==> config.mk <==
export PLATFORM = sky130hd
export DESIGN_NAME = dedisp_apb_regs
export DESIGN_NICKNAME = d
export VERILOG_FILES = /design/src/design/dedisp_regs_pkg.sv /design/src/design/dedisp_apb_regs.sv
export SDC_FILE = /design/constraint.sdc
export NUM_CORES = 1
export LEC_CHECK = 0
export BUFFER_PORTS_ARGS = -buffer_cell sky130_fd_sc_hd__buf_2
export CORE_MARGIN = 8
export CORE_UTILIZATION = 51
export DETAILED_ROUTE_END_ITERATION = 6
export HOLD_SLACK_MARGIN = 0.08
export PLACE_DENSITY = 0.95
export SLEW_MARGIN = 40
export SYNTH_ARGS = -nofsm -noshare
export SYNTH_HDL_FRONTEND = slang
export SYNTH_SLANG_ARGS = --single-unit
==> constraint.sdc <==
create_clock -name clk -period 4.7 [get_ports clk]
set_clock_uncertainty 0.15 [all_clocks]
set_input_delay 0.47 -clock clk [delete_from_list [all_inputs] [get_ports clk]]
set_output_delay 0.47 -clock clk [all_outputs]
set_load 0.01 [all_outputs]
==> src/design/dedisp_regs_pkg.sv <==
`default_nettype none

// apb bus structs and the register map of the dedispersion stage
package dedisp_regs_pkg;

    // bus widths
    localparam int APB_ADDR_W = 12;
    localparam int APB_DATA_W = 32;

    // width of one per-channel delay value, in spectra
    localparam int DELAY_W = 8;

    // request side, driven by the master
    typedef struct packed {
        logic [APB_ADDR_W-1:0] paddr;
        logic                  psel;
        logic                  penable;
        logic                  pwrite;
        logic [APB_DATA_W-1:0] pwdata;
    } apb_req_t;

    // response side, driven by the slave
    typedef struct packed {
        logic [APB_DATA_W-1:0] prdata;
        logic                  pready;
        logic                  pslverr;
    } apb_rsp_t;

    // control register
    localparam logic [APB_ADDR_W-1:0] CTRL_OFFSET = 12'h000;
    localparam int CTRL_ENABLE_BIT = 0;

    // delay registers, one word per channel
    localparam logic [APB_ADDR_W-1:0] DELAY_BASE = 12'h010;
    localparam int DELAY_STRIDE = 4;

    // delay value after reset
    localparam int DELAY_RESET = 1;

endpackage

`default_nettype wire

==> src/design/dedisp_apb_regs.sv <==
`timescale 1ns/10ps
`default_nettype none

module dedisp_apb_regs #(
    parameter int N_CHANNELS = 8,
    parameter int MAX_DELAY  = 16
) (
    input  logic                                           clk,
    input  logic                                           rst,
    input  dedisp_regs_pkg::apb_req_t                      apb_req,
    output dedisp_regs_pkg::apb_rsp_t                      apb_rsp,
    output logic                                           enable,
    output logic [N_CHANNELS*dedisp_regs_pkg::DELAY_W-1:0] delays,
    output logic [N_CHANNELS-1:0]                          delay_load
);
    import dedisp_regs_pkg::*;

    localparam int CH_W = $clog2(N_CHANNELS);

    logic [DELAY_W-1:0]    delay_q [N_CHANNELS];
    logic                  access;
    logic                  wr_access;
    logic                  rd_access;
    logic                  is_ctrl;
    logic                  is_delay;
    logic [APB_ADDR_W-1:0] delay_off;
    logic [CH_W-1:0]       chan_idx;
    logic                  bad_value;
    logic [APB_DATA_W-1:0] rd_data;

    // access phase of a transfer
    assign access    = apb_req.psel && apb_req.penable;
    assign wr_access = access && apb_req.pwrite;
    assign rd_access = access && !apb_req.pwrite;

    // address decode
    assign is_ctrl   = (apb_req.paddr == CTRL_OFFSET);
    assign delay_off = apb_req.paddr - DELAY_BASE;
    // word-aligned and inside the channel window
    assign is_delay  = (apb_req.paddr >= DELAY_BASE)
                    && (int'(delay_off) < N_CHANNELS * DELAY_STRIDE)
                    && (int'(delay_off) % DELAY_STRIDE == 0);
    assign chan_idx  = CH_W'(int'(delay_off) / DELAY_STRIDE);

    // zero delay has no meaning
    // above MAX_DELAY would overrun the ring
    assign bad_value = (apb_req.pwdata == '0)
                    || (apb_req.pwdata > APB_DATA_W'(MAX_DELAY));

    // read mux, zero-extended fields
    always_comb begin
        rd_data = '0;
        if (is_ctrl) begin
            rd_data[CTRL_ENABLE_BIT] = enable;
        end else if (is_delay) begin
            rd_data = APB_DATA_W'(delay_q[chan_idx]);
        end
    end

    // response is combinational, no wait states
    always_comb begin
        apb_rsp.prdata  = rd_access ? rd_data : '0;
        apb_rsp.pready  = 1'b1;
        apb_rsp.pslverr = access
                       && (!(is_ctrl || is_delay) || (apb_req.pwrite && is_delay && bad_value));
    end

    // register updates land at the end of the access cycle
    always_ff @(posedge clk) begin
        if (rst) begin
            enable     <= 1'b0;
            delay_load <= '0;
            for (int c = 0; c < N_CHANNELS; c++) begin
                delay_q[c] <= DELAY_W'(DELAY_RESET);
            end
        end else begin
            delay_load <= '0;
            if (wr_access && is_ctrl) begin
                enable <= apb_req.pwdata[CTRL_ENABLE_BIT];
            end
            // rejected writes leave value and fill untouched
            if (wr_access && is_delay && !bad_value) begin
                delay_q[chan_idx]    <= DELAY_W'(apb_req.pwdata);
                delay_load[chan_idx] <= 1'b1;
            end
        end
    end

    // flatten for the datapath, channel 0 in the low bits
    for (genvar c = 0; c < N_CHANNELS; c++) begin : g_flat
        assign delays[c*DELAY_W +: DELAY_W] = delay_q[c];
    end

    // access phase only inside a selected transfer
    a_penable_needs_psel: assert property (
        @(posedge clk) disable iff (rst)
        apb_req.penable |-> apb_req.psel
    );

endmodule

`default_nettype wire

==> results of run 1 <==
-- final timing paths --
| kind | slack, ns | end | cells past startpoint | start |
|---|---|---|---|---|
| max reg2reg | 3.94 | enable | 2 | enable |
| max | 1.30 | apb_rsp[5] | 8 | apb_req[39] |
| min reg2reg | 0.33 | enable | 2 | enable |
| min | 0.15 | enable | 2 | rst |
-- final cells by class --
type | instances | area share
flip-flops and latches | 73 | 0.469
well taps | 80 | 0.0223
repair buffers | 141 | 0.164
clock inverters | 4 | 0.00977
multi-input cells | 206 | 0.297
inverters | 10 | 0.00837
clock buffers | 12 | 0.0301
-- critical path: cells and delay by family --
| kind | cells | cell delay (ns) |
|---|---|---|
| XOR/XNOR | 1 | 0.16 |
| adder cells (fa/ha/maj) | 1 | 0.30 |
| AO/OA/AOI/OAI | 1 | 0.44 |
| buffers and inverters | 3 | 0.85 |
| AND/OR/NAND/NOR | 2 | 0.55 |
-- layer usage --
layer  vias to the layer above  global-route usage
li1                       1370                   -
met1                      1440               0.255
met2                       275               0.379
met3                        66              0.0796
met4                         0               0.150
met5                         -                   0
-- power groups by stage --
| stage | Sequential, uW | Clock, uW | Combinational [uW] |
|---|---|---|---|
| floorplan | 788 | 0 | 90.3 |
| global placement | 770 | 0 | 177 |
| detailed placement | 774 | 0 | 182 |
| CTS | 760 | 460 | 183 |
| global route | 764 | 485 | 199 |
| finish | 760 | 459 | 187 |
-- cell usage in the layout (no fill, tap or decap), drive strengths merged, types with 4 or more instances in the layout --
cell type / n
mux4: 8
o221ai: 6
nor4: 41
clkbuf: 12
or4: 8
nor2: 8
conb: 49
nand2: 18
o31ai: 10
a21oi: 4
nor3: 10
buf: 141
nand3: 6
edfxtp: 64
dfxtp: 9
mux2: 6
inv: 8
clkinv: 5
-- kinds of logic (layout without fill, tap and decap cells) --
family                     count (synthesis)  after routing  share of synthesized area
xor gates and xnor gates                   3              3                    0.00739
other                                      2             49                    0.00211
and+or+nand+nor                          104            104                      0.165
muxes                                     17             17                     0.0781
DFF                                       73             73                      0.591
buffers and inverters                     53            167                     0.0852
adders and majority gates                  1              1                    0.00352
AOI/OAI and AO/OA                         32             32                     0.0672
-- flip-flops by register name, summed over array words and instances (netlist names) --
name	count
delay_q	64
delay_load	8
enable	1
-- stage by stage --
step	total power [uW]	std cells	utilization
2_1_floorplan	878	332	-
3_3_place_gp	947	510	0.636
3_5_place_dp	956	510	0.637
4_1_cts	1400	526	0.664
5_1_grt	1450	526	0.664
6_report	1410	526	0.664
==> metrics.md, run 1 <==
| Metric | Value |
|---|---|
| First-pass GRT wire length | `around 17000 um` |
| Syn-to-layout area delta | `26.1%` |
| Clock power share | `0.327` |
| Routed len/inst | `~22 um` |
| Layout cells sized above 1 | `0.383` |
| Worst hold slack | `0.148 ns` |
| IO Port Bufs | `130` |
| Clock Latency Late Sink | `roughly 0.34 ns` |
| Final Hold Vio Count | `0` |
| Initial DRC count | `approximately 410` |
| Final min period | `3.40 ns` |
| Peak supply drop | `roughly 0.18 mV` |
| Hold_buf cts | `0` |
| # IOs | `around 160` |
| Critical Path End Type | `output pin` |
| Top post-synthesis cells by area | `edfxtp_1 54%, nor4_1 7.0%, buf_4 5.3%` |
| HPWL after DPL | `8650 um` |
| Vias in the first global route | `3102` |
| TNS Setup | `0 ns` |
| CP max stage delay | `~0.44 ns` |
| M1 wire length | `roughly 4000 um` |
| Leakage power | `between 0.0015 and 0.002 uW` |
| H-tree Lvls | `3` |
| CORE AREA | `between 6000 and 7000 um2` |
| Post-synth top area cell | `edfxtp_1` |
| Post-synth ARST share | `0` |
| FMAX | `between 0.2 and 0.3 GHz` |
| PostCTS Resize Cnt | `0` |
| RSZ-0062 raised after global routing | `no` |
| DRT Pass-1 Iters | `6` |
| N_diodes | `0` |
| Synth Instances | `285` |
| Net Sw Frac | `0.249` |
| Routed WL | `11700 um` |
| Worst Setup Start Kind | `input port` |
| Critical Path AT | `around 2.8 ns` |
| CTS tree | `done` |
| Worst Path Max Fanout | `23` |
| Vias | `roughly 3200` |
| Post-synthesis sequential area ratio | `0.591` |
| Most common cell in the netlist | `edfxtp_1` |
| Slew HR | `0.461` |
| Pin count of the biggest net entering global routing | `33` |
| Seq pwr share | `0.541` |
| # clock sinks | `73` |
| Met2 wire length | `5650 um` |
| Cell area after layout | `4480 um2` |
| Die height | `99.5 um` |
| GPL Wtd Cong | `between 0.8 and 0.9` |
| Worst Path Required | `between 4 and 5 ns` |
| Synth Warn # | `0` |
| GRT overflow | `0` |
| Area of the multi-input gates | `roughly 1300 um2` |
| Final ANT Viol Nets | `0` |
| Dpl ws | `approximately 1.4 ns` |
| Internal power | `around 1100 uW` |
| Critical path's slowest cell | `a221oi_1` |
| DRC | `0` |
| Rows | `30` |
| Initial antenna violation count | `0` |
| Placed cell area | `roughly 4300 um2` |
| #FFs+latches synth | `73` |
| Root buffer cell | `clkbuf_8` |
| Met3 routed WL | `approximately 1400 um` |
| EDFF count, synth | `64` |
| Top_reg_cell synth | `edfxtp_1` |
| Max-Cap Viols | `0` |
| Mapped Area | `3560 um2` |
| Clk buf depth | `2` |
| Most numerous cell on the critical path | `buf_2` |
| Die X-Extent | `99.5 um` |
| Power density over the cells | `314 nW/um2` |
| Worst setup margin | `1.30 ns` |
| CTS clk-pin slew, worst paths | `roughly 0.070 ns` |
| Clock buffer count from CTS | `9` |
| Synth top area share | `0.540` |
| Postcts setup bufs | `0` |
| Most frequent cells after synthesis | `64 x edfxtp_1, 40 x nor4_1, 25 x buf_4` |
| Initial core utilization | `0.526` |
| All-Layer GR Usage | `0.233` |
| Die footprint | `approximately 10000 um2` |
| WS Path Type | `in -> out` |
| Period Utilization, post-route | `0.723` |
| Hold Path Class | `in -> reg` |
| Fillers | `between 400 and 500` |
| Synth unique cells | `a little over 40` |
| Syn Area/Cell | `approximately 12 um2` |
| Slew @ Worst Pin | `approximately 0.81 ns` |
| Net load switching power | `~350 uW` |
| Register area | `2100 um2` |
| Setup violators final | `0` |
| CP Cell Sequence | `buf_2 > inv_1 > ha_1 > xnor2_1 > and2_1 > nand4_1 > a221oi_1 > buf_2` |
| Final #Nets | `491` |
| Via density | `5.99` |
| Uppermost layer routed | `met4` |
| Status | `finished, final reports clean` |
| Combinational Power Share | `0.133` |
| Slew Limit Fails | `0` |
(Power assumes the default switching activity.)
==> run 2: changes to the inputs <==
- ABC_AREA: unset -> 1
- CORE_UTILIZATION: 51 -> 48
- PLACE_DENSITY: 0.95 -> 0.91
- clock period: 4.7 -> 3.2 ns (I/O delays scaled with it)
==> metrics.md, run 2 <==
| Metric | Value |
|---|---|
| XOR/XNOR Fraction of Synth Area | `0 (-0.00739)` |
| PostCTS Resize Cnt | `0 (unchanged)` |
| Max-Cap Viols | `0 (unchanged)` |
| Routed len/inst | `17.3 um (-22%)` |
| Final Hold Vio Count | `0 (unchanged)` |
| Worst Setup Start Kind | `input port` |
| Root buffer cell | `clkbuf_8` |
| Die X-Extent | `102 um (+2.6%)` |
| Post-synth top area cell | `edfxtp_1` |
| Post-synthesis sequential area ratio | `0.591 (about the same)` |
| Layout cells sized above 1 | `0.301 (-0.0823)` |
| Top_reg_cell synth | `edfxtp_1` |
| Clk buf depth | `2 (unchanged)` |
| Post-Synth Simple-Gate Area | `0.230 (+0.0647)` |
| EDFF count, synth | `64 (unchanged)` |
| Critical Path AT | `2.06 ns (-0.72 ns)` |
| Worst Path Max Fanout | `8 (-65%)` |
| Routed WL | `11000 um (-6.0%)` |
| Period Utilization, post-route | `0.791` |
| Vias in the first global route | `3141 (+1.3%)` |
| Die footprint | `10400 um2 (+5.3%)` |
| Max FFs per register | `64 (unchanged)` |
| Most common cell in the netlist | `nor2_1` |
| Critical R2R Capture | `enable` |
| All-Layer GR Usage | `0.207 (-0.0261)` |
| Hold Path Class | `in -> reg` |
| Slew Limit Fails | `0 (unchanged)` |
| Most frequent cells in the layout | `130 x buf_2, 80 x nor2_1, 64 x edfxtp_1` |
| Clock Latency Late Sink | `0.35 ns (about the same)` |
| RSZ-0062 raised after global routing | `no` |
| Syn-to-layout area delta | `26.3%` |
| CTS tree | `done` |
| Die height | `102 um (+2.6%)` |
| Synth top area share | `0.540 (about the same)` |
| WS Path Type | `in -> out` |
| Worst hold slack | `0.116 ns (-0.0325 ns)` |
| Synth Area in Compound Gates | `0.0538 (-0.0134)` |
| Critical Path End Type | `output pin` |
| DRC | `0 (unchanged)` |
| DRT Pass-1 Iters | `5 (-1)` |
| Final #Nets | `583 (+19%)` |
| Fillers | `622 (+27%)` |
| Synth unique cells | `28 (-32%)` |
| Setup violators final | `0 (unchanged)` |
| Rows | `31 (+3.3%)` |
| Final ANT Viol Nets | `0 (unchanged)` |
| Largest Register | `delay_q` |
| Vias | `3206 (+1.7%)` |
| CORE AREA | `7210 um2 (+6.8%)` |
| GRT overflow | `0 (unchanged)` |
| Initial core utilization | `0.493 (-0.0332)` |
| TNS Setup | `0 ns (unchanged)` |
| Hold_sp | `apb_req[0]` |
| Post-synthesis mux area share | `0 (-0.0781)` |
| GPL Wtd Cong | `0.945 (+7.9%)` |
| Via density | `5.03 (-16%)` |
| FF-to-FF path depth | `3 (+1)` |
| Post-Synth Adder-Cell Area | `0.00352 (about the same)` |
| Peak supply drop | `0.401 mV (+120%)` |
| Leakage power | `0.00224 uW (+24%)` |
| Mapped Area | `3560 um2 (about the same)` |
| Most frequent cells after synthesis | `80 x nor2_1, 64 x edfxtp_1, 56 x nand2_1` |
| Hold endpoint | `enable` |
| Util after Layout | `0.623 (-0.0407)` |
| Status | `finished, final reports clean` |
| Biggest regs | `delay_q x64, delay_load x8, enable x1` |
| Final min period | `about 2.5 ns` |
| CTS clk-pin slew, worst paths | `0.07 ns (about the same)` |
| FMAX | `0.395 GHz` |
| Syn Area/Cell | `9.54 um2 (-24%)` |
| Top post-synthesis cells by area | `edfxtp_1 54%, nor2_1 8.4%, nand2_1 5.9%` |
| Initial DRC count | `351 (-15%)` |
| # clock sinks | `73 (unchanged)` |
| Post-synth ARST share | `0 (unchanged)` |
| # IOs | `156 (unchanged)` |
| First-pass GRT wire length | `16100 um (-6.9%)` |
| Worst Path Required | `2.73 ns (-1.35 ns)` |
| Synth Instances | `373 (+31%)` |
| Hold depth | `3 (+1)` |
| Initial antenna violation count | `0 (unchanged)` |
| Reg-to-reg startpoint | `enable` |
| Pin count of the biggest net entering global routing | `14 (-58%)` |
| Most common cell after layout, fill and taps aside | `buf_2` |
| Worst R2R Setup Slack | `2.37 ns (-1.57 ns)` |
| Power density over the cells | `465 nW/um2 (+48%)` |
| N_diodes | `0 (unchanged)` |
| Postcts setup bufs | `0 (unchanged)` |
| Hold_buf cts | `0 (unchanged)` |
| Synth Warn # | `0 (unchanged)` |
| Clock buffer count from CTS | `9 (unchanged)` |
| #FFs+latches synth | `73 (unchanged)` |
| H-tree Lvls | `3 (unchanged)` |
| HPWL after DPL | `8760 um (+1.3%)` |
| IO Port Bufs | `130 (unchanged)` |
| Largest family of logic cells by synthesized area | `simple AND/OR/NAND/NOR gates` |
-- run 2: changes by cell type after synthesis, moves of 9 or more --
| cell | change |
|---|---|
| inv_1 | +43 |
| nand2_1 | +38 |
| nand3_1 | +13 |
| nand3_2 | +9 |
| nor2_1 | +72 |
| nor4_1 | -40 |
| o22ai_1 | +15 |
| o31ai_1 | -10 |
-- run 2: how the worst max path moves through the flow --
stage                     start         end  slack, ns
finish              apb_req[39]  apb_rsp[4]       0.67
detailed placement  apb_req[39]  apb_rsp[4]       0.69
floorplan           apb_req[39]  apb_rsp[4]       1.12
global route        apb_req[39]  apb_rsp[4]       0.49
CTS                 apb_req[39]  apb_rsp[4]       0.68
global placement    apb_req[39]  apb_rsp[4]       0.74
-- run 2: final cells by class --
| class | instances | area (um2) | share of cell area |
|---|---|---|---|
| flip-flops and latches | 73 | 2100 | 0.468 |
| multi-input cells | 262 | 1210 | 0.268 |
| repair buffers | 130 | 651 | 0.145 |
| inverters | 57 | 216 | 0.0482 |
| clock buffers | 10 | 128 | 0.0284 |
| well taps | 99 | 124 | 0.0276 |
| clock inverters | 6 | 67.6 | 0.0150 |
-- run 2: per-layer routing --
layer / global-route usage / part of all wire / vias up
met5: 0 / 0 / -
met4: 0.0926 / 0.027 / 0
met3: 0.0674 / 0.13 / 28
met2: 0.352 / 0.48 / 252
met1: 0.230 / 0.36 / 1455
li1: - / - / 1471
-- run 2: kinds of logic (layout without fill, tap and decap cells) --
logic type / after synthesis / in the layout
and+or+nand+nor: 180 / 180
buffers and inverters: 85 / 203
AOI/OAI and AO/OA: 32 / 32
other: 2 / 49
DFF: 73 / 73
adders and majority gates: 1 / 1
-- run 2: power breakdown --
| group | switching [uW] | internal, uW | leakage [uW] | total, uW |
|---|---|---|---|---|
| Clock | 356 | 363 | 0.0000929 | 719 |
| Sequential | 34.2 | 1090 | 0.000692 | 1120 |
| Combinational | 164 | 83.8 | 0.00145 | 247 |
| Total | 554 | 1530 | 0.00224 | 2090 |
-- run 2: through the flow --
| step | instance area (um2) | instances | total power, uW | setup slack [ns] |
|---|---|---|---|---|
| 3_3_place_gp | 4300 | 621 | 1380 | 0.736 |
| 2_1_floorplan | 3730 | 420 | 1280 | 1.12 |
| 6_report | 4490 | 637 | 2090 | 0.669 |
| 5_1_grt | 4490 | 637 | 2150 | 0.495 |
| 3_5_place_dp | 4300 | 621 | 1390 | 0.693 |
| 4_1_cts | 4490 | 637 | 2090 | 0.682 |
-- run 2: critical path, stage by stage --
cell and delay, ns:
buf_2 0.17, inv_4 0.07, ha_1 0.28, nand2_1 0.05
nor2_1 0.15, nand3_2 0.15, inv_1 0.12, nand3_1 0.31
nor3_1 0.26, buf_2 0.18
==> run 3: changes to the inputs <==
- CORE_UTILIZATION: 48 -> 43
- PLACE_DENSITY: 0.91 -> 0.87
- clock period: 3.2 -> 2.2 ns (I/O delays scaled with it)
==> metrics.md, run 3 (same netlist as run 2, synthesis figures left out) <==
| Metric | Value |
|---|---|
| # IOs | `156 (unchanged)` |
| Critical Path AT | `1.64 ns (-0.42 ns)` |
| Slew Limit Fails | `0 (unchanged)` |
| Period Utilization, post-route | `0.912` |
| Root buffer cell | `clkbuf_8` |
| TNS Setup | `0 ns (unchanged)` |
| RSZ-0062 raised after global routing | `no` |
| Rows | `33 (+6.5%)` |
| Die footprint | `11400 um2 (+9.8%)` |
| HPWL after DPL | `9000 um (+2.7%)` |
| Power density over the cells | `677 nW/um2 (+46%)` |
| Via density | `4.87 (-3.3%)` |
| Final #Nets | `605 (+3.8%)` |
| All-Layer GR Usage | `0.191 (-0.0158)` |
| Worst Setup Start Kind | `input port` |
| CTS tree | `done` |
| Syn-to-layout area delta | `31.9%` |
| Final min period | `approximately 2 ns` |
| Cell area after layout | `4690 um2 (+4.4%)` |
| Worst Path Max Fanout | `7 (-1)` |
| Routed len/inst | `16.9 um (-2.2%)` |
| Worst path top cell family by delay | `buffers and inverters` |
| IO Port Bufs | `130 (unchanged)` |
| Critical Path End Type | `output pin` |
| Final Hold Vio Count | `0 (unchanged)` |
| Initial antenna violation count | `0 (unchanged)` |
| Routed WL | `11200 um (+2.1%)` |
| Most frequent cells in the layout | `130 x buf_2, 80 x nor2_1, 64 x edfxtp_1` |
| Max-Cap Viols | `0 (unchanged)` |
| Most common cell after layout, fill and taps aside | `buf_2` |
| Largest Register | `delay_q` |
| Peak supply drop | `0.482 mV (+20%)` |
| Fillers | `674 (+8.4%)` |
| CP Buf/Inv Count | `5 (+1)` |
| Final ANT Viol Nets | `0 (unchanged)` |
| Layout cells sized above 1 | `0.329 (+0.0275)` |
| Clock buffer count from CTS | `9 (unchanged)` |
| First-pass GRT wire length | `16600 um (+2.9%)` |
| GRT overflow | `0 (unchanged)` |
| Critical path's slowest cell | `ha_1` |
| CP max stage delay | `0.27 ns (-0.04 ns)` |
| # clock sinks | `73 (unchanged)` |
| Status | `finished, final reports clean` |
| Worst Path Required | `1.83 ns (-0.90 ns)` |
| Max FFs per register | `64 (unchanged)` |
| Clk buf depth | `2 (unchanged)` |
| DRC | `0 (unchanged)` |
| CORE AREA | `8130 um2 (+13%)` |
| Vias | `3236 (+0.94%)` |
| Initial core utilization | `0.437 (-0.0557)` |
| H-tree Lvls | `3 (unchanged)` |
| Hold Path Class | `in -> reg` |
| Biggest regs | `delay_q x64, delay_load x8, enable x1` |
| CP Cell Sequence | `buf_2 > inv_4 > ha_1 > nand2_1 > nor2_1 > nand3_2 > inv_1 > nand3_1 > buf_4 > nor3_1 > buf_2` |
| Most numerous cell on the critical path | `buf_2` |
| Leakage power | `0.00235 uW (+5.0%)` |
| FMAX | `approximately 0.50 GHz` |
| Postcts setup bufs | `0 (unchanged)` |
| N_diodes | `0 (unchanged)` |
| WS Path Type | `in -> out` |
| CTS clk-pin slew, worst paths | `0.07 ns (about the same)` |
| Initial DRC count | `293 (-17%)` |
| Die X-Extent | `107 um (+4.8%)` |
| Placed cell area | `4460 um2 (+3.8%)` |
| Die height | `107 um (+4.8%)` |
| GPL Wtd Cong | `0.926 (-2.0%)` |
| Pin count of the biggest net entering global routing | `14 (unchanged)` |
| Clock Latency Late Sink | `0.35 ns (about the same)` |
| Vias in the first global route | `3184 (+1.4%)` |
| DRT Pass-1 Iters | `5 (unchanged)` |
| Setup violators final | `0 (unchanged)` |
## run 3: cell types whose count changed in the layout (fill, tap and decap cells not counted)
cell / change
dlygate4sd3_1: +1
clkinv_4: -1
clkinv_2: +1
bufinv_16: +1
buf_4: +21
clkbuf_1: -1
## run 3: stage by stage
stage	util	hold WS, ns	total power [uW]	instances	setup WS, ns
detailed placement	0.549	0.351	2030	648	0.0742
CTS	0.577	0.0966	3180	665	0.196
global placement	0.549	0.335	2020	648	0.155
finish	0.577	0.125	3180	665	0.193
floorplan	-	0.212	1870	420	0.226
global route	0.577	0.150	3270	665	0.00360
## run 3: final cells by class
class / instances / area, um2 / share of cell area
flip-flops and latches: 73 / 2100 / 0.448
repair buffers: 152 / 818 / 0.174
well taps: 105 / 131 / 0.0280
clock inverters: 7 / 93.8 / 0.0200
inverters: 57 / 216 / 0.0461
multi-input cells: 262 / 1210 / 0.257
clock buffers: 9 / 124 / 0.0264
## run 3: layer usage
layer,share of wire,global-route usage
met1,0.35,0.214
met2,0.50,0.329
met3,0.12,0.0708
met4,0.022,0.0613
met5,0,0
## run 3: final timing paths
kind / start / endpoint / slack, ns / depth (start not counted)
setup / recovery: apb_req[39] / apb_rsp[4] / 0.19 / 11
hold / removal: apb_req[32] / enable / 0.13 / 4
setup reg to reg: enable / enable / 1.38 / 3
hold reg to reg: enable / enable / 0.44 / 3
## run 3: where the power goes
part / internal [uW] / leakage, uW / switching (uW)
clock network: 638 / 0.000106 / 531
logic: 135 / 0.00155 / 243
registers: 1580 / 0.000692 / 48.1
## run 3: repair_timing
item                                   CTS  global route
endpoints found under the hold margin    1             0
resized for setup                        0             0
hold buffers                             1             0
## run 3: worst min-delay path: cells and delay by family
| kind | cells | cell delay [ns] |
|---|---|---|
| and+or+nand+nor | 3 | 0.25 |
| buffers and inverters | 1 | 0.11 |
